===== config.mk =====
export PLATFORM = sky130hd
export DESIGN_NAME = rsp_merge
export DESIGN_NICKNAME = d
export VERILOG_FILES = /design/src/mem_pkg.sv /design/src/rsp_merge.sv
export SDC_FILE = /design/constraint.sdc
export NUM_CORES = 1
export LEC_CHECK = 0
export BUFFER_PORTS_ARGS = -buffer_cell sky130_fd_sc_hd__buf_2
export CAP_MARGIN = 5
export CORE_ASPECT_RATIO = 1.1
export CORE_MARGIN = 2
export CORE_UTILIZATION = 55
export DETAILED_ROUTE_END_ITERATION = 8
export GPL_TIMING_DRIVEN = 0
export HOLD_SLACK_MARGIN = 0.12
export PLACE_DENSITY = 0.73
export SETUP_SLACK_MARGIN = 0.5
export SLEW_MARGIN = 20
export SYNTH_ARGS = -nofsm -noshare
export SYNTH_HDL_FRONTEND = slang
export SYNTH_SLANG_ARGS = --single-unit

===== constraint.sdc =====
create_clock -name CLK -period 5.6 [get_ports CLK]
set_input_delay 0.56 -clock CLK [delete_from_list [all_inputs] [get_ports CLK]]
set_output_delay 0.56 -clock CLK [all_outputs]
set_load 0.02 [all_outputs]

===== src/mem_pkg.sv =====
package mem_pkg;

  // request opcode, one bit on the wire
  typedef enum logic {
    OP_READ  = 1'b0,
    OP_WRITE = 1'b1
  } mem_op_e;

  // number of banks, power of two only
  localparam int DEF_NUM_BANKS = 4;

  // total word address, 1k words
  localparam int DEF_ADDR_W = 10;

  localparam int DEF_DATA_W = 32;

  // bank queue depth, also merger buffer depth per bank
  localparam int DEF_BANK_Q_DEPTH = 4;

  // host fifo depth and host credits after reset
  localparam int DEF_HOST_CREDITS = 4;

endpackage


===== src/rsp_merge.sv =====
`timescale 1ns/1ps

module rsp_merge
  import mem_pkg::*;
#(
  parameter int NUM_BANKS    = DEF_NUM_BANKS,
  parameter int DATA_W       = DEF_DATA_W,
  parameter int BANK_Q_DEPTH = DEF_BANK_Q_DEPTH,
  localparam int BW          = $clog2(NUM_BANKS)
)(
  input  logic                              CLK,
  input  logic                              rst_n,
  input  logic                              ord_push,
  input  logic [BW-1:0]                     ord_bank,
  input  logic [NUM_BANKS-1:0]              rd_valid,
  input  logic [NUM_BANKS-1:0][DATA_W-1:0]  rd_data,
  output logic [NUM_BANKS-1:0]              rd_credit,
  output logic                              rsp_valid,
  output logic [DATA_W-1:0]                 rsp_data
);

  localparam int PW  = (BANK_Q_DEPTH > 1) ? $clog2(BANK_Q_DEPTH) : 1;
  localparam int CW  = $clog2(BANK_Q_DEPTH + 1);
  // a bank can hold a full queue plus a full buffer of reads
  localparam int ORD_DEPTH = 2 * NUM_BANKS * BANK_Q_DEPTH;
  localparam int OPW = $clog2(ORD_DEPTH);
  localparam int OCW = $clog2(ORD_DEPTH + 1);

  logic [BW-1:0]     ord_mem [ORD_DEPTH];
  logic [OPW-1:0]    ord_wr_ptr;
  logic [OPW-1:0]    ord_rd_ptr;
  logic [OCW-1:0]    ord_cnt;

  logic [DATA_W-1:0]    buf_head [NUM_BANKS];
  logic [NUM_BANKS-1:0] buf_nempty;
  logic [BW-1:0]        head_bank;
  logic                 pop;

  assign head_bank = ord_mem[ord_rd_ptr];
  // oldest outstanding read decides which bank drains next
  assign pop       = (ord_cnt != '0) && buf_nempty[head_bank];

  for (genvar b = 0; b < NUM_BANKS; b++)
  begin : g_buf
    logic [DATA_W-1:0] mem [BANK_Q_DEPTH];
    logic [PW-1:0]     wr_ptr;
    logic [PW-1:0]     rd_ptr;
    logic [CW-1:0]     cnt;
    logic              pop_b;

    assign pop_b         = pop && (head_bank == BW'(b));
    assign buf_head[b]   = mem[rd_ptr];
    assign buf_nempty[b] = (cnt != '0);

    always_ff @(posedge CLK)
    begin
      if (rd_valid[b])
      begin
        mem[wr_ptr] <= rd_data[b];
      end
    end

    always_ff @(posedge CLK)
    begin
      if (!rst_n)
      begin
        wr_ptr <= '0;
        rd_ptr <= '0;
        cnt    <= '0;
      end
      else
      begin
        if (rd_valid[b])
        begin
          wr_ptr <= (wr_ptr == PW'(BANK_Q_DEPTH - 1)) ? '0 : wr_ptr + 1'b1;
        end
        if (pop_b)
        begin
          rd_ptr <= (rd_ptr == PW'(BANK_Q_DEPTH - 1)) ? '0 : rd_ptr + 1'b1;
        end
        cnt <= cnt + CW'(rd_valid[b]) - CW'(pop_b);
      end
    end
  end

  // order fifo of bank numbers
  always_ff @(posedge CLK)
  begin
    if (ord_push)
    begin
      ord_mem[ord_wr_ptr] <= ord_bank;
    end
  end

  always_ff @(posedge CLK)
  begin
    if (!rst_n)
    begin
      ord_wr_ptr <= '0;
      ord_rd_ptr <= '0;
      ord_cnt    <= '0;
      rsp_valid  <= 1'b0;
      rd_credit  <= '0;
    end
    else
    begin
      if (ord_push)
      begin
        ord_wr_ptr <= (ord_wr_ptr == OPW'(ORD_DEPTH - 1)) ? '0 : ord_wr_ptr + 1'b1;
      end
      if (pop)
      begin
        ord_rd_ptr <= (ord_rd_ptr == OPW'(ORD_DEPTH - 1)) ? '0 : ord_rd_ptr + 1'b1;
      end
      ord_cnt   <= ord_cnt + OCW'(ord_push) - OCW'(pop);
      rsp_valid <= pop;
      rd_credit <= pop ? (NUM_BANKS'(1) << head_bank) : '0;
    end
  end

  always_ff @(posedge CLK)
  begin
    if (pop)
    begin
      rsp_data <= buf_head[head_bank];
    end
  end

endmodule


Word level (Yosys, flattened, before mapping)
Memories as Yosys holds them, arrays and structs flattened. A register that Yosys moved wholly into a read port is not among the register bits.
Index checks and enable logic that the tools add are counted.

operators by class
  reductions and logical operators = 12
  muxes and demuxes = 35
  divide/modulo/power cells = 0
  add/sub/neg operators = 20
  order comparisons = 2
  shift operators = 1
  bitwise logic cells = 1
  eq/ne operators = 13
  $mul = 0

operator list
  cell                                                         number
  binary-select mux 32 bit (select 2 bit)                      1
  2-to-1 mux 32 bit                                            2
  2-to-1 mux 2 bit                                             16
  equality test 2 bit (second input constant)                  10
  2-to-1 mux 5 bit                                             4
  adder 2 x 1 -> 2 bit (second input constant)                 8
  adder 3 x 1 -> 3 bit                                         4
  nonzero test 3 bit                                           4
  subtractor 3 x 1 -> 3 bit                                    4
  2-to-1 mux 1 bit                                             11
  adder 5 x 1 -> 5 bit (second input constant)                 2
  equality test 5 bit (second input constant)                  2
  adder 6 x 1 -> 6 bit                                         1
  nonzero test 6 bit                                           1
  subtractor 6 x 1 -> 6 bit                                    1
  logical AND 1 bit                                            5
  left shift 1 x 2 -> 4 bit (first input constant)             1
  greater-or-equal comparator 3 bit (second input constant)    1
  less-than comparator 2 x 3 -> 1 bit (second input constant)  1
  inverter 2 -> 3 bit                                          1
  binary-select mux 1 bit (select 2 bit)                       1
  equality test 2 x 1 -> 1 bit (second input constant)         1
  logical NOT 2 bit                                            1
  AND reduction 2 bit                                          1

storage, ports and cells
  output and inout port bits = 37
  register bits after elaboration = 81
  RAM bits = 576
  bits of input ports = 137
  bits in latches = 0
  memories kept = 5
  memory bits (read-only) = 0

memory list
  name          words  bits a word  rd ports  clocked after Yosys merged registers in  wr ports  RTL line         text
  g_buf[0].mem  4      32           1         1                                        1         rsp_merge.sv:45  logic [DATA_W-1:0] mem [BANK_Q_DEPTH];
  g_buf[1].mem  4      32           1         1                                        1         rsp_merge.sv:45
  g_buf[2].mem  4      32           1         1                                        1         rsp_merge.sv:45
  g_buf[3].mem  4      32           1         1                                        1         rsp_merge.sv:45
  ord_mem       32     2            1         1                                        1         rsp_merge.sv:29  logic [BW-1:0] ord_mem [ORD_DEPTH];

Depth between registers and ports, before layout
  depth after elaboration = 7
  depth in mapped cells = 21
  mapped depth without buffers = 16

Worst setup path before layout
No wires, ideal clock.

  kind = flip-flop to flip-flop
  start point = reg with a tool-made name
  end point = reg ord_cnt[5]
  slack = 1.248 ns
  cell stages (with the launch flop) = 19
  required time = 5.485 ns
  buffers on the path = 3
  arrival time = 4.237 ns
  setup time = 0.115 ns
  clock period less this slack = 4.352 ns
  cell sequence = dfxtp_1 buf_4 buf_6 mux4_2 mux4_2 mux2i_4 inv_2 a2111oi_4 or2_1 buf_2 ha_1 inv_1 ha_1 a21o_1 a21oi_1 o21bai_1 a21oi_1 xor2_1 and2_1

RTL lines
  item                  RTL line          text
  end signal, assigned  rsp_merge.sv:115  ord_cnt <= ord_cnt + OCW'(ord_push) - OCW'(pop);
  end, declared         rsp_merge.sv:32   logic [OCW-1:0] ord_cnt;

==> results.tsv <==
metric	value	unit
rr_worst_depth	18	
end_kind	flip-flop	
power_per_cell_area	436	nW/um2
seqPwrFrac	45.5	%
finalMaxSlewViolations	0	
clock_path_buffers	3	
start_kind	flip-flop	
cp_top_family	multiplexers	
vdd_drop_max	0.445	mV
status	finished, final reports clean	
start_util	55.9	%
critical-path-max-stage-delay	530	ps
period_share	84.3	%
final_util	66.2	%
drt-pass1-iter-count	5	
die_area	49300	um2
synth_edf_count	608	
portBuffers	173	
syn-num-nets	1515	
cts_buffers	61	
max_cap_violations	0	
path_clk_slew	60	ps
grt_max_degree	37	
min_period	4720	ps
netlist_area	26200	um2
p_leak	10.4	nW
die_w	212	um
wirelength	55900	um
critPathSlowestCell	mux4_2	
clock-skew-final	24.4	ps
antenna_found_initial	11	
ios	174	
netlist-cell-type-count	50	
pre_cts_ws	71.2	ps
critPathArrivalTime	5240	ps
clkPwrFrac	30.0	%
avgRoutedWirePerCell	23.7	um
ys_seq_area_share	74.5	%
fillerInstances	3111	
finalNonFillerCells	2361	
drt_iter0_drc	856	
overflow	0	
drive_above_1_share	25.9	%
max_freq	212	MHz
grt_pass1_vias	13900	
crit_fanout	36	
htree_levels	2	
gp_congestion	0.821	
async_reset_ff_share	0	%
slew_headroom	30.4	%
p_int	9.64	mW
drc	0	
switching_share	28.7	%
cp.depth	18	
p_comb_share	24.5	%
worstSkewPairLatency	640	ps
vias	13500	
total_switching_power	3.88	mW
hp-class	input pin to flip-flop	
worst_pin_slew	1040	ps
cts_tree	yes	
syn-instance-count	1330	
placed_cells	2156	
die_h	233	um
track_usage	23.3	%
min_path_cells	1	
path_buf_inv	5	
worstPathCellList	buf_4 > buf_6 > mux4_2 > mux4_2 > mux2i_4 > inv_2 > a2111oi_4 > or2_1 > buf_6 > ha_1 > inv_1 > ha_1 > a21o_1 > a21oi_1 > o21bai_1 > a21oi_1 > xor2_1 > and2_1	
row_count	83	
cts.sinks	670	
finalSetupTns	0	ps
synth_ff_type	edfxtp_1	
cts_root_buffer	clkbuf_16	
avgSynthCellArea	19.7	um2
required	6120	ps
nets	1847	
ant_nets	0	
synth-seq-cells	670	
finalHoldViolCount	0	
timing.final.ws_setup	879	ps
area_growth	18.5	%
vias_per_cell	5.70	
critPathKind	flip-flop to flip-flop	
ys_warn_count	0	
dp_hpwl	38700	um
core	46800	um2
setup_viol	0	
grt_pass1_wl	83800	um
rsz0062_at_grt	false	
[flip-flops by register name (all words and copies together), names as in the netlist, named ones only]
register / cells
g_buf.mem: 512
rsp_data: 32
g_buf.rd_ptr: 8
g_buf.cnt: 12
rd_credit: 4
ord_wr_ptr: 5
g_buf.wr_ptr: 8
ord_cnt: 6
ord_rd_ptr: 5
rsp_valid: 1
ord_mem: 64
[logic make-up after synthesis]
family / count (synthesis) / share of synthesized area, %
xor gates and xnor gates: 11 / 0.368
AOI/OAI and AO/OA: 100 / 2.58
and+or+nand+nor: 198 / 4.16
DFF: 670 / 74.5
muxes: 203 / 14.4
adders and majority gates: 48 / 2.44
buffers and inverters: 100 / 1.52
[synthesized netlist by cell type (all sizes together), types with 7 or more instances]
cell type / instances / share of area (%)
clkbuf: 52 / 0.75
nand3: 7 / 0.13
mux4: 138 / 12
nand2: 21 / 0.30
inv: 39 / 0.56
buf: 9 / 0.21
dfxtp: 62 / 4.7
edfxtp: 608 / 70
a211oi: 33 / 0.95
ha: 43 / 2.1
a21oi: 38 / 0.73
and2: 67 / 1.6
mux2i: 65 / 2.5
xnor2: 8 / 0.27
nor2b: 20 / 0.48
nor3: 18 / 0.34
nor2: 36 / 0.52
[cell usage in the layout, fill, tap and decap left out, types with 33 or more instances in the layout]
| cell | netlist | routed |
|---|---|---|
| clkbuf_1 | 52 | 66 |
| nor2_1 | 36 | 36 |
| mux2i_1 | 64 | 64 |
| dfxtp_1 | 62 | 62 |
| clkbuf_16 | 0 | 61 |
| a211oi_1 | 33 | 33 |
| buf_2 | 2 | 175 |
| a21oi_1 | 38 | 38 |
| inv_1 | 38 | 38 |
| mux4_2 | 138 | 138 |
| and2_1 | 67 | 51 |
| dlygate4sd3_1 | 0 | 78 |
| ha_1 | 43 | 43 |
| edfxtp_1 | 608 | 608 |
[worst paths after layout]
kind / to / slack, ps / from
hold / removal: g_buf[2].mem[1][15]$_DFFE_PP_ / 140 / rd_data[79]
hold reg to reg: ord_rd_ptr[1]$_SDFFE_PN0N_ / 510 / ord_rd_ptr[1]$_SDFFE_PN0N_
setup / recovery: ord_cnt[5]$_SDFF_PN0_ / 880 / flip-flop
setup reg to reg: ord_cnt[5]$_SDFF_PN0_ / 880 / flip-flop
[power groups by stage]
stage / sequential [mW] / clock, mW / combinational (mW)
finish: 6.15 / 4.06 / 3.32
global route: 6.19 / 4.30 / 3.62
CTS: 6.16 / 4.11 / 3.35
detailed placement: 6.26 / 0 / 3.27
global placement: 6.26 / 0 / 3.15
floorplan: 6.37 / 0 / 2.04
[metrics by stage]
step / cell area [um2] / hold WS [ps] / power [mW]
floorplan: 26200 / 463 / 8.41
global placement: 27800 / 482 / 9.41
detailed placement: 28200 / 499 / 9.53
CTS: 30900 / 120 / 13.6
global route: 31000 / 127 / 14.1
finish: 31000 / 144 / 13.5
[worst reg2reg max path, stage by stage (launching register included)]
cell       delay (ps)
dfxtp_1           310
buf_4             180
buf_6             200
mux4_2            530
mux4_2            530
mux2i_4           300
inv_2             180
a2111oi_4         340
or2_1             170
buf_6             340
ha_1              290
inv_1              60
ha_1              260
a21o_1            170
a21oi_1           240
o21bai_1          100
a21oi_1           190
xor2_1             90
and2_1            150
[metal layers]
metal	wire length, um	global-route usage [%]	vias up	share of wire [%]
li1	-	-	6014	-
met1	22700	31.4	6927	41
met2	28100	38.8	423	50
met3	4010	5.59	81	7.2
met4	1100	5.66	10	2.0
met5	64	0	-	0.11
[repair_timing]
action                                  in CTS  in global routing
setup buffers                                0                  2
endpoints found under the setup margin       5                  2
hold buffers                                78                  0
resized for setup                            4                  0
hold endpoints to repair                   292                  0
[layout make-up]
class	instances	area, um2	share of cell area (%)
flip-flops and latches	670	19500	62.9
multi-input cells	560	6290	20.3
repair buffers	269	2010	6.49
clock buffers	76	1580	5.11
well taps	637	797	2.57
clock inverters	38	377	1.22
plain buffers	61	259	0.836
inverters	39	146	0.472
diodes	11	27.5	0.0888
Note: power is estimated with default switching activity, not from simulation.
