[config.mk]
export PLATFORM = sky130hd
export DESIGN_NAME = req_dispatch
export DESIGN_NICKNAME = d
export VERILOG_FILES = /design/src/mem_pkg.sv /design/src/req_dispatch.sv
export SDC_FILE = /design/constraint.sdc
export NUM_CORES = 1
export LEC_CHECK = 0
export ABC_AREA = 1
export BUFFER_PORTS_ARGS = -buffer_cell sky130_fd_sc_hd__buf_2
export CORE_AREA = 3 3 145 147
export CTS_BUF_LIST = sky130_fd_sc_hd__clkbuf_16
export DETAILED_ROUTE_END_ITERATION = 12
export DIE_AREA = 0 0 148 150
export GPL_ROUTABILITY_DRIVEN = 0
export SLEW_MARGIN = 5
export SYNTH_ARGS = -nofsm -noshare
export SYNTH_HDL_FRONTEND = slang
export SYNTH_SLANG_ARGS = --single-unit
[constraint.sdc]
create_clock -name CLK -period 3.7 [get_ports CLK]
set_input_delay 0.74 -clock CLK [delete_from_list [all_inputs] [get_ports CLK]]
set_output_delay 0.74 -clock CLK [all_outputs]
set_load 0.05 [all_outputs]
[src/mem_pkg.sv]
package mem_pkg;

  // request opcode, one bit on the wire
  typedef enum logic {
    OP_READ  = 1'b0,
    OP_WRITE = 1'b1
  } mem_op_e;

  // number of banks, power of two only
  localparam int DEF_NUM_BANKS = 4;

  // total word address, 1k words
  localparam int DEF_ADDR_W = 10;

  localparam int DEF_DATA_W = 32;

  // bank queue depth, also merger buffer depth per bank
  localparam int DEF_BANK_Q_DEPTH = 4;

  // host fifo depth and host credits after reset
  localparam int DEF_HOST_CREDITS = 4;

endpackage

[src/req_dispatch.sv]
`timescale 1ns/1ps

module req_dispatch
  import mem_pkg::*;
#(
  parameter int NUM_BANKS    = DEF_NUM_BANKS,
  parameter int ADDR_W       = DEF_ADDR_W,
  parameter int DATA_W       = DEF_DATA_W,
  parameter int BANK_Q_DEPTH = DEF_BANK_Q_DEPTH,
  parameter int HOST_CREDITS = DEF_HOST_CREDITS,
  localparam int BW          = $clog2(NUM_BANKS),
  localparam int BA_W        = ADDR_W - BW
)(
  input  logic                 CLK,
  input  logic                 rst_n,
  input  logic                 req_valid,
  input  mem_op_e              req_op,
  input  logic [ADDR_W-1:0]    req_addr,
  input  logic [DATA_W-1:0]    req_wdata,
  output logic                 req_credit,
  output logic [NUM_BANKS-1:0] bank_req_valid,
  output mem_op_e              bank_req_op,
  output logic [BA_W-1:0]      bank_req_addr,
  output logic [DATA_W-1:0]    bank_req_wdata,
  input  logic [NUM_BANKS-1:0] bank_credit,
  output logic                 ord_push,
  output logic [BW-1:0]        ord_bank
);

  localparam int PW  = (HOST_CREDITS > 1) ? $clog2(HOST_CREDITS) : 1;
  localparam int FCW = $clog2(HOST_CREDITS + 1);
  localparam int CW  = $clog2(BANK_Q_DEPTH + 1);

  mem_op_e           fifo_op    [HOST_CREDITS];
  logic [ADDR_W-1:0] fifo_addr  [HOST_CREDITS];
  logic [DATA_W-1:0] fifo_wdata [HOST_CREDITS];
  logic [PW-1:0]     wr_ptr;
  logic [PW-1:0]     rd_ptr;
  logic [FCW-1:0]    fifo_cnt;
  logic [CW-1:0]     bank_cnt   [NUM_BANKS];

  mem_op_e           head_op;
  logic [ADDR_W-1:0] head_addr;
  logic [BW-1:0]     head_bank;
  logic              fwd;

  assign head_op   = fifo_op[rd_ptr];
  assign head_addr = fifo_addr[rd_ptr];
  // low address bits pick the bank
  assign head_bank = head_addr[BW-1:0];
  // head blocks until its bank has room
  assign fwd       = (fifo_cnt != '0) && (bank_cnt[head_bank] != '0);

  // host fifo storage, the host never sends without a credit
  always_ff @(posedge CLK)
  begin
    if (req_valid)
    begin
      fifo_op[wr_ptr]    <= req_op;
      fifo_addr[wr_ptr]  <= req_addr;
      fifo_wdata[wr_ptr] <= req_wdata;
    end
  end

  always_ff @(posedge CLK)
  begin
    if (!rst_n)
    begin
      wr_ptr   <= '0;
      rd_ptr   <= '0;
      fifo_cnt <= '0;
    end
    else
    begin
      if (req_valid)
      begin
        wr_ptr <= (wr_ptr == PW'(HOST_CREDITS - 1)) ? '0 : wr_ptr + 1'b1;
      end
      if (fwd)
      begin
        rd_ptr <= (rd_ptr == PW'(HOST_CREDITS - 1)) ? '0 : rd_ptr + 1'b1;
      end
      if (req_valid && !fwd)
      begin
        fifo_cnt <= fifo_cnt + 1'b1;
      end
      else if (!req_valid && fwd)
      begin
        fifo_cnt <= fifo_cnt - 1'b1;
      end
    end
  end

  // free slots in each bank queue
  always_ff @(posedge CLK)
  begin
    for (int i = 0; i < NUM_BANKS; i++)
    begin
      if (!rst_n)
      begin
        bank_cnt[i] <= CW'(BANK_Q_DEPTH);
      end
      else
      begin
        bank_cnt[i] <= bank_cnt[i] + CW'(bank_credit[i])
                       - CW'(fwd && (head_bank == BW'(i)));
      end
    end
  end

  always_ff @(posedge CLK)
  begin
    if (!rst_n)
    begin
      bank_req_valid <= '0;
      req_credit     <= 1'b0;
      ord_push       <= 1'b0;
    end
    else
    begin
      bank_req_valid <= fwd ? (NUM_BANKS'(1) << head_bank) : '0;
      // slot freed in the host fifo
      req_credit     <= fwd;
      ord_push       <= fwd && (head_op == OP_READ);
    end
  end

  always_ff @(posedge CLK)
  begin
    if (fwd)
    begin
      bank_req_op    <= head_op;
      bank_req_addr  <= head_addr[ADDR_W-1:BW];
      bank_req_wdata <= fifo_wdata[rd_ptr];
      ord_bank       <= head_bank;
    end
  end

endmodule

## Yosys cells after proc, flatten, opt, wreduce, memory -nomap -nowiden

Memories as Yosys holds them, arrays and structs flattened. A register that Yosys moved wholly into a read port is not among the register bits.
Cells that the tools add are included.

| operators by class | value |
|---|---|
| bitwise operators | 5 |
| muxes and demuxes | 16 |
| reductions and logical operators | 15 |
| shift operators | 1 |
| $add $sub $neg | 12 |
| equality and inequality tests | 5 |

Operators by type and width:

| cell | count |
|---|---|
| two-way mux 3 bit | 6 |
| adder 3 x 1 -> 3 bit | 4 |
| two-way mux 2 bit | 6 |
| subtractor 3 x 1 -> 3 bit | 4 |
| equality test 2 bit (second input constant) | 4 |
| logical AND 1 bit | 8 |
| nonzero test 3 bit | 2 |
| adder 2 x 1 -> 2 bit (second input constant) | 2 |
| two-way mux 1 bit | 4 |
| bitwise OR 1 bit | 4 |
| << shifter 1 x 2 -> 4 bit (first input constant) | 1 |
| adder 3 x 1 -> 3 bit (second input constant) | 1 |
| subtractor 3 x 1 -> 3 bit (second input constant) | 1 |
| equality test 2 x 1 -> 1 bit (second input constant) | 1 |
| logical NOT 1 bit | 2 |
| logical NOT 2 bit | 1 |
| AND reduction 2 bit | 1 |
| nonzero test 2 bit | 1 |
| NOT 1 bit | 1 |

| storage, ports and cells | value |
|---|---|
| memories kept | 4 |
| logic and storage cells | 67 |
| bits in writable memories | 184 |
| bits in registers | 24 |
| output and inout bits | 49 |

Memories:

| memory | depth | bits a word | rd ports | clocked after Yosys merged registers in | write ports | RTL line | source |
|---|---|---|---|---|---|---|---|
| fifo_wdata | 4 | 32 | 1 | 1 | 1 | req_dispatch.sv:36 | `logic [DATA_W-1:0] fifo_wdata [HOST_CREDITS];` |
| fifo_addr | 4 | 10 | 1 | 1 | 1 | req_dispatch.sv:35 | `logic [ADDR_W-1:0] fifo_addr [HOST_CREDITS];` |
| bank_cnt | 4 | 3 | 5 | 0 | 4 | req_dispatch.sv:40 | `logic [CW-1:0] bank_cnt [NUM_BANKS];` |
| fifo_op | 4 | 1 | 1 | 1 | 1 | req_dispatch.sv:34 | `mem_op_e fifo_op [HOST_CREDITS];` |

## Logic depth before layout (Yosys ltp)

Gate-level depths: netlist of run 1.
An unclocked memory read counts as a cell.

| depth | value |
|---|---|
| depth after elaboration | 6 |
| depth in mapped cells | 21 |
| gate-level depth less buffers | 19 |

## Least setup slack after synthesis of run 1

No wires, ideal clock.

| timing | value |
|---|---|
| path type | register to register |
| start | reg with a tool-made name |
| end | mem bank_cnt[1][2] in the netlist's numbering |
| setup slack | 1.136 ns |
| clock period less this slack | 2.564 ns |
| data arrival time | 2.500 ns |
| buffers on the path | 2 |
| stages on the path, launching flop included | 20 |
| path through | dfxtp_1 -> buf_6 -> inv_4 -> nand2_1 -> nand3_1 -> nand2_1 -> nand3_1 -> nand2_1 -> nor2_1 -> nand2_2 -> nand2_4 -> buf_6 -> nor2_1 -> ha_1 -> inv_1 -> ha_1 -> inv_1 -> fa_1 -> or2_2 -> nand3_1 |

RTL lines:

| what | RTL line |
|---|---|
| end: declaration | req_dispatch.sv:40 |

==> tab_implementation.tex, run 1 <==
\begin{tabular}{lr}
\hline
Metric & Value \\
\hline
\multicolumn{2}{l}{\textbf{Drt}} \\
\quad DRC Markers & 0 \\
\quad Average detailed-routed wire length per instance & 17.3 um \\
\quad Routed metal-1 wirelength & 7640 um \\
\quad Number of vias per cell & 5.14 \\
\quad Number of DRC markers in iteration 0 & 310 \\
\quad Metal2 WL & 9050 um \\
\quad ANT nets after route & 0 \\
\quad Highest metal layer with signal wires & met5 \\
\quad Met3 routed wirelength & 1150 um \\
\quad Routed wire length & 18200 um \\
\quad Number of vias in the routed layout & 5413 \\
\quad First-pass detailed-route iteration total & 6 \\
\multicolumn{2}{l}{\textbf{Critical path}} \\
\quad Sort of element at the end of the critical path & register \\
\quad Reg2Reg Capture Point & bank\_cnt[2][2]\$\_SDFF\_PN1\_ \\
\quad Worst setup SP type & register \\
\quad Critical path data required time & a little over 4 ns \\
\quad Arrival time reported for the critical path endpoint & roughly 3.5 ns \\
\quad Chain of cells forming the critical path & buf\_4, inv\_4, nand2\_1, nand3\_1, nand2\_1, nand3\_1, nand2\_1, nor2\_1, nand2\_2, nand2\_4, nor2\_1, ha\_1, inv\_1, ha\_1, inv\_1, fa\_1, or2\_2, nand3\_1 \\
\quad Peak fanout along the critical path & 25 \\
\quad R2R setup slack & around 0.66 ns \\
\quad Critical path's largest stage delay & 0.38 ns \\
\quad WS Path Type & register to register \\
\quad Standard cell with the maximum stage delay on the critical path & sky130\_fd\_sc\_hd\_\_fa\_1 \\
\quad Kind of cell adding the most delay to the critical path & simple AND/OR/NAND/NOR gates \\
\quad Reg2reg path depth & 18 \\
\quad Worst Path Buf+Inv & 4 \\
\multicolumn{2}{l}{\textbf{Die}} \\
\quad Die extent in x & 148 um \\
\quad Core footprint & 20000 um2 \\
\quad Die Outline Area & approximately 22000 um2 \\
\quad Chip height & 150 um \\
\quad Count of boundary I/O pins & 99 \\
\quad Starting density of the core & 0.455 \\
\quad Std cell rows & 52 \\
\multicolumn{2}{l}{\textbf{CTS}} \\
\quad \# resized after CTS & 0 \\
\quad Clock tree from TritonCTS & built \\
\quad Number of buffers inserted to repair setup after CTS & 0 \\
\quad Maximum buffer depth of the clock tree & 3 \\
\quad CTS Root Cell & sky130\_fd\_sc\_hd\_\_clkbuf\_16 \\
\quad Maximum level of the CTS H-tree & 1 \\
\quad TritonCTS Buffers & 26 \\
\quad Clock input transition at the sequential cells of the worst setup and hold paths & 0.06 ns \\
\quad Clk Latency, worst-skew pair & between 0.5 and 0.6 ns \\
\quad TritonCTS Sinks & 242 \\
\quad Hold-fix buffer count after cts & 0 \\
\multicolumn{2}{l}{\textbf{Finish}} \\
\quad Layout Nets & 834 \\
\quad Area Growth Syn to Fin & 17.8\% \\
\quad Non-filler cells in the finished layout & 1053 \\
\quad End-of-flow core utilization & 0.535 \\
\quad Share of cells above drive strength 1 & 0.221 \\
\quad Fin area & 10700 um2 \\
\multicolumn{2}{l}{\textbf{Worst hold path}} \\
\quad Hold Path Stages & 1 \\
\quad Hold Crit Endpoint & fifo\_addr[2][8]\$\_DFFE\_PP\_ \\
\quad Start point of the worst hold path & req\_addr[8] \\
\quad Kind of path behind the tightest hold check & input pin to register \\
\multicolumn{2}{l}{\textbf{Synthesis}} \\
\quad Syn Nets & 728 \\
\quad Most frequently used cell type in the post-synthesis netlist & sky130\_fd\_sc\_hd\_\_edfxtp\_1 \\
\quad Average instance area after synthesis & 13.8 um2 \\
\quad Flop and latch count out of synthesis & 242 \\
\quad Main area contributors after synthesis & sky130\_fd\_sc\_hd\_\_edfxtp\_1 71\%, sky130\_fd\_sc\_hd\_\_dfxtp\_1 5.9\%, sky130\_fd\_sc\_hd\_\_o21ai\_0 4.7\%, sky130\_fd\_sc\_hd\_\_nor2\_1 4.0\%, sky130\_fd\_sc\_hd\_\_o22ai\_1 2.8\% \\
\quad Largest area contributor in the netlist & sky130\_fd\_sc\_hd\_\_edfxtp\_1 \\
\quad Number of enable-type register cells in the synthesized netlist & 215 \\
\quad Async SR Flop Fraction & 0 \\
\quad Most frequently used flop master after synthesis & sky130\_fd\_sc\_hd\_\_edfxtp\_1 \\
\quad Share of the yosys chip area belonging to registers & 0.768 \\
\quad Yosys warning count & 0 \\
\quad Synthesized cell area & 9110 um2 \\
\quad Number of instances in the synthesized netlist & between 600 and 700 \\
\quad Ranking of synthesized cells by instance count & 215 x sky130\_fd\_sc\_hd\_\_edfxtp\_1, 98 x sky130\_fd\_sc\_hd\_\_nor2\_1, 86 x sky130\_fd\_sc\_hd\_\_o21ai\_0, 59 x sky130\_fd\_sc\_hd\_\_nand2\_1, 41 x sky130\_fd\_sc\_hd\_\_o22ai\_1 \\
\quad Top-area cell type share of the netlist area & 0.709 \\
\quad Number of distinct standard cells referenced by the synthesized netlist & 26 \\
\multicolumn{2}{l}{\textbf{STA}} \\
\quad RSZ-0062 raised after global routing & false \\
\quad Max-slew violation count & 0 \\
\quad Finish-stage setup viols & 0 \\
\quad Number of failing hold endpoints at the final stage & 0 \\
\quad Crit path time final & 3.04 ns \\
\quad Setup TNS & 0 ns \\
\quad Slew at the pin closest to its max-slew limit & 1.19 ns \\
\quad Clock skew after layout & between 0.015 and 0.02 ns \\
\quad Highest clock frequency the design can meet & between 300 and 400 MHz \\
\quad Share of the clock period used by the worst path & 0.822 \\
\quad Worst-case headroom to the max-slew limit & 0.206 \\
\multicolumn{2}{l}{\textbf{Placed design}} \\
\quad Number of instances in the placed design & between 1000 and 1500 \\
\quad Final HPWL DP & approximately 11000 um \\
\quad Cell area reported after detailed placement & 9880 um2 \\
\quad Port-buffer cells & 98 \\
\multicolumn{2}{l}{\textbf{GRT}} \\
\quad Gr ovfl total & 0 \\
\quad Largest net degree at the start of global routing & 67 \\
\quad Overall global routing resource usage & 0.163 \\
\quad Vias in the first global route & 5448 \\
\quad Antenna violations before repair & 3 \\
\quad Global-route wire length before repair & between 20000 and 30000 um \\
\multicolumn{2}{l}{\textbf{Flow run}} \\
\quad Reported max-cap violation count & 0 \\
\multicolumn{2}{l}{\textbf{Power and ir drop}} \\
\quad LEAKAGE & 4.03 nW \\
\quad Tot Pwr & roughly 9.4 mW \\
\quad Worst supply voltage drop on vdd & 0.000523 V \\
\quad Power density over cell area & 873 nW/um2 \\
\multicolumn{2}{l}{\textbf{Outcome}} \\
\quad Status & finished clean \\
\hline
\end{tabular}
[worst max-delay path by stage]
stage / to / cells after the start / start
after CTS: bank_cnt[2][2]$_SDFF_PN1_ / 18 / register
after global placement: bank_cnt[2][2]$_SDFF_PN1_ / 18 / register
after global routing: bank_cnt[2][2]$_SDFF_PN1_ / 18 / register
after floorplan: bank_cnt[1][2]$_SDFF_PN1_ / 19 / register
after detailed placement: bank_cnt[2][2]$_SDFF_PN1_ / 18 / register
final: bank_cnt[2][2]$_SDFF_PN1_ / 18 / register
[cells by family (layout without fill, tap and decap cells)]
kind of cell	Yosys count	in the layout	synth area share
fa+ha+maj	19	19	0.0302
simple gates	193	193	0.0900
other cells	0	1	0
buf+inv	73	196	0.0336
flops	242	242	0.768
compound gates	132	132	0.0781
[routing by layer]
layer	GRT usage	up-vias
li1	-	2573
met1	0.202	2661
met2	0.287	145
met3	0.0369	30
met4	0.0480	4
met5	0	-
[worst reg2reg max path, delay by kind of cell, from the launching register on]
kind	cells	cell delay, ns
simple gates	11	1.38
buf+inv	4	0.53
flops	1	0.29
fa+ha+maj	3	0.78
[registers in the layout, indices dropped and copies added (netlist names), 2 cells and up, named ones only]
register	cells
fifo_wdata	128
bank_req_wdata	32
wr_ptr	2
bank_req_addr	8
rd_ptr	2
ord_bank	2
fifo_cnt	3
bank_cnt	12
fifo_addr	40
fifo_op	4
bank_req_valid	4
[layout by cell type, fill, tap and decap left out, types with 7 or more instances in the layout]
cell type / count
sky130_fd_sc_hd__o22ai_1: 41
sky130_fd_sc_hd__o21ai_0: 86
sky130_fd_sc_hd__or2_2: 8
sky130_fd_sc_hd__inv_1: 36
sky130_fd_sc_hd__ha_1: 14
sky130_fd_sc_hd__edfxtp_1: 215
sky130_fd_sc_hd__dfxtp_1: 26
sky130_fd_sc_hd__clkinv_1: 7
sky130_fd_sc_hd__nor2_1: 98
sky130_fd_sc_hd__inv_2: 7
sky130_fd_sc_hd__nand3_1: 14
sky130_fd_sc_hd__clkbuf_16: 27
sky130_fd_sc_hd__nand2_1: 59
sky130_fd_sc_hd__buf_4: 9
sky130_fd_sc_hd__buf_2: 98
[power by group]
part | switching, mW | internal (mW)
Clock | 0.991 | 1.52
Combinational | 2.36 | 0.739
Sequential | 0.137 | 3.62
[metrics by stage]
stage	hold slack, ns	setup WS, ns
after floorplan	0.439	1.14
after CTS	0.411	0.644
after global routing	0.423	0.357
final	0.434	0.658
after global placement	0.451	0.796
after detailed placement	0.490	0.668
[area by class of cell]
type,count,area (um2)
multi-input cells,344,1810
fillers,1733,9310
clock inverters,18,165
repair buffers,108,578
clock buffers,27,676
flip-flops and latches,242,7000
well taps,270,338
diodes,1,2.50
inverters,43,164
Power figures use the tool's default switching activity.
==> run 2, diff against run 1 <==
Settings changed: PLACE_DENSITY set to 0.67.
Clock period 3.7 ns to 2.6 ns, I/O delays scaled along.
==> run 2 against run 1 <==
Non-clock buffer count up 12; combinational power rose by 50%; core utilization increased by 1.5 points; sequential power grew 43%; largest power group unchanged; largest cell class unchanged; critical endpoint is now bank_cnt[1][2]$_SDFF_PN1_; critical path type unchanged; first-iteration DRC count rose by 14%; clock skew decreased by 0.013 ns; maximum frequency increased by 21%.
==> tab_implementation.tex, run 2 (synthesis results as in run 1) <==
\begin{tabular}{lr}
\hline
Metric & Value \\
\hline
\multicolumn{2}{l}{\textbf{Outcome}} \\
\quad Status & finished clean (unchanged) \\
\multicolumn{2}{l}{\textbf{CTS}} \\
\quad Maximum buffer depth of the clock tree & 3 (unchanged) \\
\quad Clock tree from TritonCTS & built (unchanged) \\
\quad TritonCTS Sinks & 242 (unchanged) \\
\quad Maximum level of the CTS H-tree & 1 (unchanged) \\
\quad Clock input transition at the sequential cells of the worst setup and hold paths & 0.06 ns (about the same) \\
\quad Clk Latency, worst-skew pair & 0.50 ns (was 0.52 ns) \\
\quad TritonCTS Buffers & 25 (was 26) \\
\quad CTS Root Cell & sky130\_fd\_sc\_hd\_\_clkbuf\_16 (unchanged) \\
\multicolumn{2}{l}{\textbf{Finish}} \\
\quad Largest register by flop count & fifo\_wdata (unchanged) \\
\quad Fin area & 11000 um2 (was 10700 um2) \\
\quad Share of cells above drive strength 1 & 0.271 (was 0.221) \\
\quad Area Growth Syn to Fin & 21.0\% (was 17.8\%) \\
\quad Most frequent cells in the layout & 215 x sky130\_fd\_sc\_hd\_\_edfxtp\_1, 98 x sky130\_fd\_sc\_hd\_\_buf\_2, 96 x sky130\_fd\_sc\_hd\_\_nor2\_1 (was 215 x sky130\_fd\_sc\_hd\_\_edfxtp\_1, 98 x sky130\_fd\_sc\_hd\_\_nor2\_1, 98 x sky130\_fd\_sc\_hd\_\_buf\_2) \\
\quad Flip-flop count of the largest register after layout & 128 (unchanged) \\
\quad Layout Nets & 845 (was 834) \\
\quad Biggest registers after layout & fifo\_wdata (128), fifo\_addr (40), bank\_req\_wdata (32) (unchanged) \\
\quad Most common cell after layout, fill and taps aside & sky130\_fd\_sc\_hd\_\_edfxtp\_1 (unchanged) \\
\multicolumn{2}{l}{\textbf{Die}} \\
\quad Std cell rows & 52 (unchanged) \\
\quad Count of boundary I/O pins & 99 (unchanged) \\
\quad Core footprint & 20000 um2 (unchanged) \\
\quad Die extent in x & 148 um (unchanged) \\
\quad Die Outline Area & 22200 um2 (unchanged) \\
\quad Starting density of the core & 0.455 (unchanged) \\
\quad Chip height & 150 um (unchanged) \\
\multicolumn{2}{l}{\textbf{Flow run}} \\
\quad Reported max-cap violation count & 0 (unchanged) \\
\multicolumn{2}{l}{\textbf{Power and ir drop}} \\
\quad LEAKAGE & 4.13 nW (was 4.03 nW) \\
\quad Power density over cell area & 1250 nW/um2 (was 873 nW/um2) \\
\quad Worst supply voltage drop on vdd & 0.000842 V (was 0.000523 V) \\
\quad Tot Pwr & 13.8 mW (was 9.37 mW) \\
\multicolumn{2}{l}{\textbf{Worst hold path}} \\
\quad Start point of the worst hold path & req\_wdata[26] (was req\_addr[8]) \\
\quad Kind of path behind the tightest hold check & input pin to register (unchanged) \\
\quad Hold Crit Endpoint & fifo\_wdata[0][26]\$\_DFFE\_PP\_ (was fifo\_addr[2][8]\$\_DFFE\_PP\_) \\
\quad Hold Path Stages & 1 (unchanged) \\
\multicolumn{2}{l}{\textbf{STA}} \\
\quad Share of the clock period used by the worst path & 0.967 (was 0.822) \\
\quad Crit path time final & 2.52 ns (was 3.04 ns) \\
\quad RSZ-0062 raised after global routing & true (was false) \\
\quad Finish-stage setup viols & 0 (unchanged) \\
\quad Max-slew violation count & 0 (unchanged) \\
\quad Slew at the pin closest to its max-slew limit & 0.686 ns (was 1.19 ns) \\
\quad Number of failing hold endpoints at the final stage & 0 (unchanged) \\
\quad Clock skew after layout & 0.00627 ns (was 0.0197 ns) \\
\quad Worst-case headroom to the max-slew limit & 0.543 (was 0.206) \\
\quad Highest clock frequency the design can meet & 398 MHz (was 329 MHz) \\
\multicolumn{2}{l}{\textbf{Critical path}} \\
\quad Arrival time reported for the critical path endpoint & 2.90 ns (was 3.49 ns) \\
\quad WS Path Type & register to register (unchanged) \\
\quad Peak fanout along the critical path & 8 (was 25) \\
\quad R2R setup slack & 0.08 ns (was 0.66 ns) \\
\quad Reg2Reg Capture Point & bank\_cnt[1][2]\$\_SDFF\_PN1\_ (was bank\_cnt[2][2]\$\_SDFF\_PN1\_) \\
\quad Worst setup SP type & register (unchanged) \\
\quad Reg2reg path depth & 19 (was 18) \\
\quad Sort of element at the end of the critical path & register (unchanged) \\
\quad Critical path data required time & 2.98 ns (was 4.15 ns) \\
\multicolumn{2}{l}{\textbf{GRT}} \\
\quad Global-route wire length before repair & 27600 um (was 28400 um) \\
\quad Largest net degree at the start of global routing & 67 (unchanged) \\
\quad Antenna violations before repair & 3 (unchanged) \\
\quad Vias in the first global route & 5218 (was 5448) \\
\quad Gr ovfl total & 0 (unchanged) \\
\quad Overall global routing resource usage & 0.157 (was 0.163) \\
\multicolumn{2}{l}{\textbf{Drt}} \\
\quad DRC Markers & 0 (unchanged) \\
\quad Number of vias in the routed layout & 5310 (was 5413) \\
\quad ANT nets after route & 0 (unchanged) \\
\quad Number of vias per cell & 4.99 (was 5.14) \\
\quad Number of DRC markers in iteration 0 & 353 (was 310) \\
\quad Average detailed-routed wire length per instance & 16.8 um (was 17.3 um) \\
\quad First-pass detailed-route iteration total & 5 (was 6) \\
\quad Routed wire length & 17900 um (was 18200 um) \\
\multicolumn{2}{l}{\textbf{Placed design}} \\
\quad Port-buffer cells & 98 (unchanged) \\
\quad Cell area reported after detailed placement & 10000 um2 (was 9880 um2) \\
\quad Final HPWL DP & 10400 um (was 10500 um) \\
\hline
\end{tabular}
run 2: cell count changes in the layout (fill, tap and decap cells not counted), sizes merged:
cell	previous run	this run
buf	108	120
bufinv	3	6
clkinv	12	9
clkbuf	27	25
clkinvlp	1	2
run 2: worst max-delay path by stage:
stage / startpoint / end / slack, ns / depth (start not counted)
after floorplan: register / bank_cnt[1][2]$_SDFF_PN1_ / 0.04 / 19
after global placement: register / bank_cnt[2][2]$_SDFF_PN1_ / -0.03 / 18
after detailed placement: register / bank_cnt[1][2]$_SDFF_PN1_ / -0.13 / 18
after CTS: register / bank_cnt[1][2]$_SDFF_PN1_ / 0.03 / 18
after global routing: register / bank_cnt[1][2]$_SDFF_PN1_ / -0.11 / 19
final: register / bank_cnt[1][2]$_SDFF_PN1_ / 0.08 / 19
run 2: final cells by class:
class / instances / area [um2]
Fill cell: 1699 / 9020
Antenna cell: 1 / 2.50
Inverter: 43 / 169
Timing Repair Buffer: 120 / 722
Multi-Input combinational cell: 344 / 1910
Clock inverter: 19 / 250
Clock buffer: 25 / 626
Tap cell: 270 / 338
Sequential cell: 242 / 7010
run 2: what timing repair did:
item,in CTS,in global routing
hold buffers,0,0
pin swaps,0,13
buffers inserted,0,3
setup endpoints to repair,5,7
gates resized for setup,3,37
run 2: report_power, final:
group | switching, mW | internal (mW) | leakage, nW
logic | 3.42 | 1.24 | 1.47
clock network | 1.41 | 2.35 | 0.430
registers | 0.223 | 5.15 | 2.22
run 2: per-layer routing:
layer  GRT usage  wire (um)  vias up
li1            -          -     2598
met3      0.0439       1210       28
met1       0.206       7870     2555
met4      0.0346        194        6
met5           0         34        -
met2       0.265       8610      123
run 2: per-stage QoR:
step	util	hold WS (ns)	instances	worst slack (ns)	setup TNS, ns
after detailed placement	0.499	0.464	1016	-0.125	-0.459
after global placement	0.499	0.456	1016	-0.0278	-0.0871
after CTS	0.543	0.206	1060	0.0274	0
after global routing	0.550	0.202	1063	-0.115	-0.311
after floorplan	-	0.439	659	0.0364	0
final	0.550	0.225	1064	0.0849	0
run 2: critical path: stages, from the launching register on:
cell and delay (ns):
sky130_fd_sc_hd__dfxtp_4 0.41, sky130_fd_sc_hd__inv_6 0.07, sky130_fd_sc_hd__nand2_2 0.06, sky130_fd_sc_hd__nand3_2 0.10
sky130_fd_sc_hd__nand2_4 0.14, sky130_fd_sc_hd__nand2_2 0.06, sky130_fd_sc_hd__nand2_1 0.05, sky130_fd_sc_hd__nand2_1 0.04
sky130_fd_sc_hd__nand2_1 0.07, sky130_fd_sc_hd__nand2_2 0.06, sky130_fd_sc_hd__nand2_4 0.11, sky130_fd_sc_hd__nor2_2 0.05
sky130_fd_sc_hd__ha_1 0.29, sky130_fd_sc_hd__inv_1 0.06, sky130_fd_sc_hd__ha_2 0.16, sky130_fd_sc_hd__inv_2 0.04
sky130_fd_sc_hd__fa_2 0.35, sky130_fd_sc_hd__buf_4 0.14, sky130_fd_sc_hd__nand2_1 0.05, sky130_fd_sc_hd__nand3_1 0.07
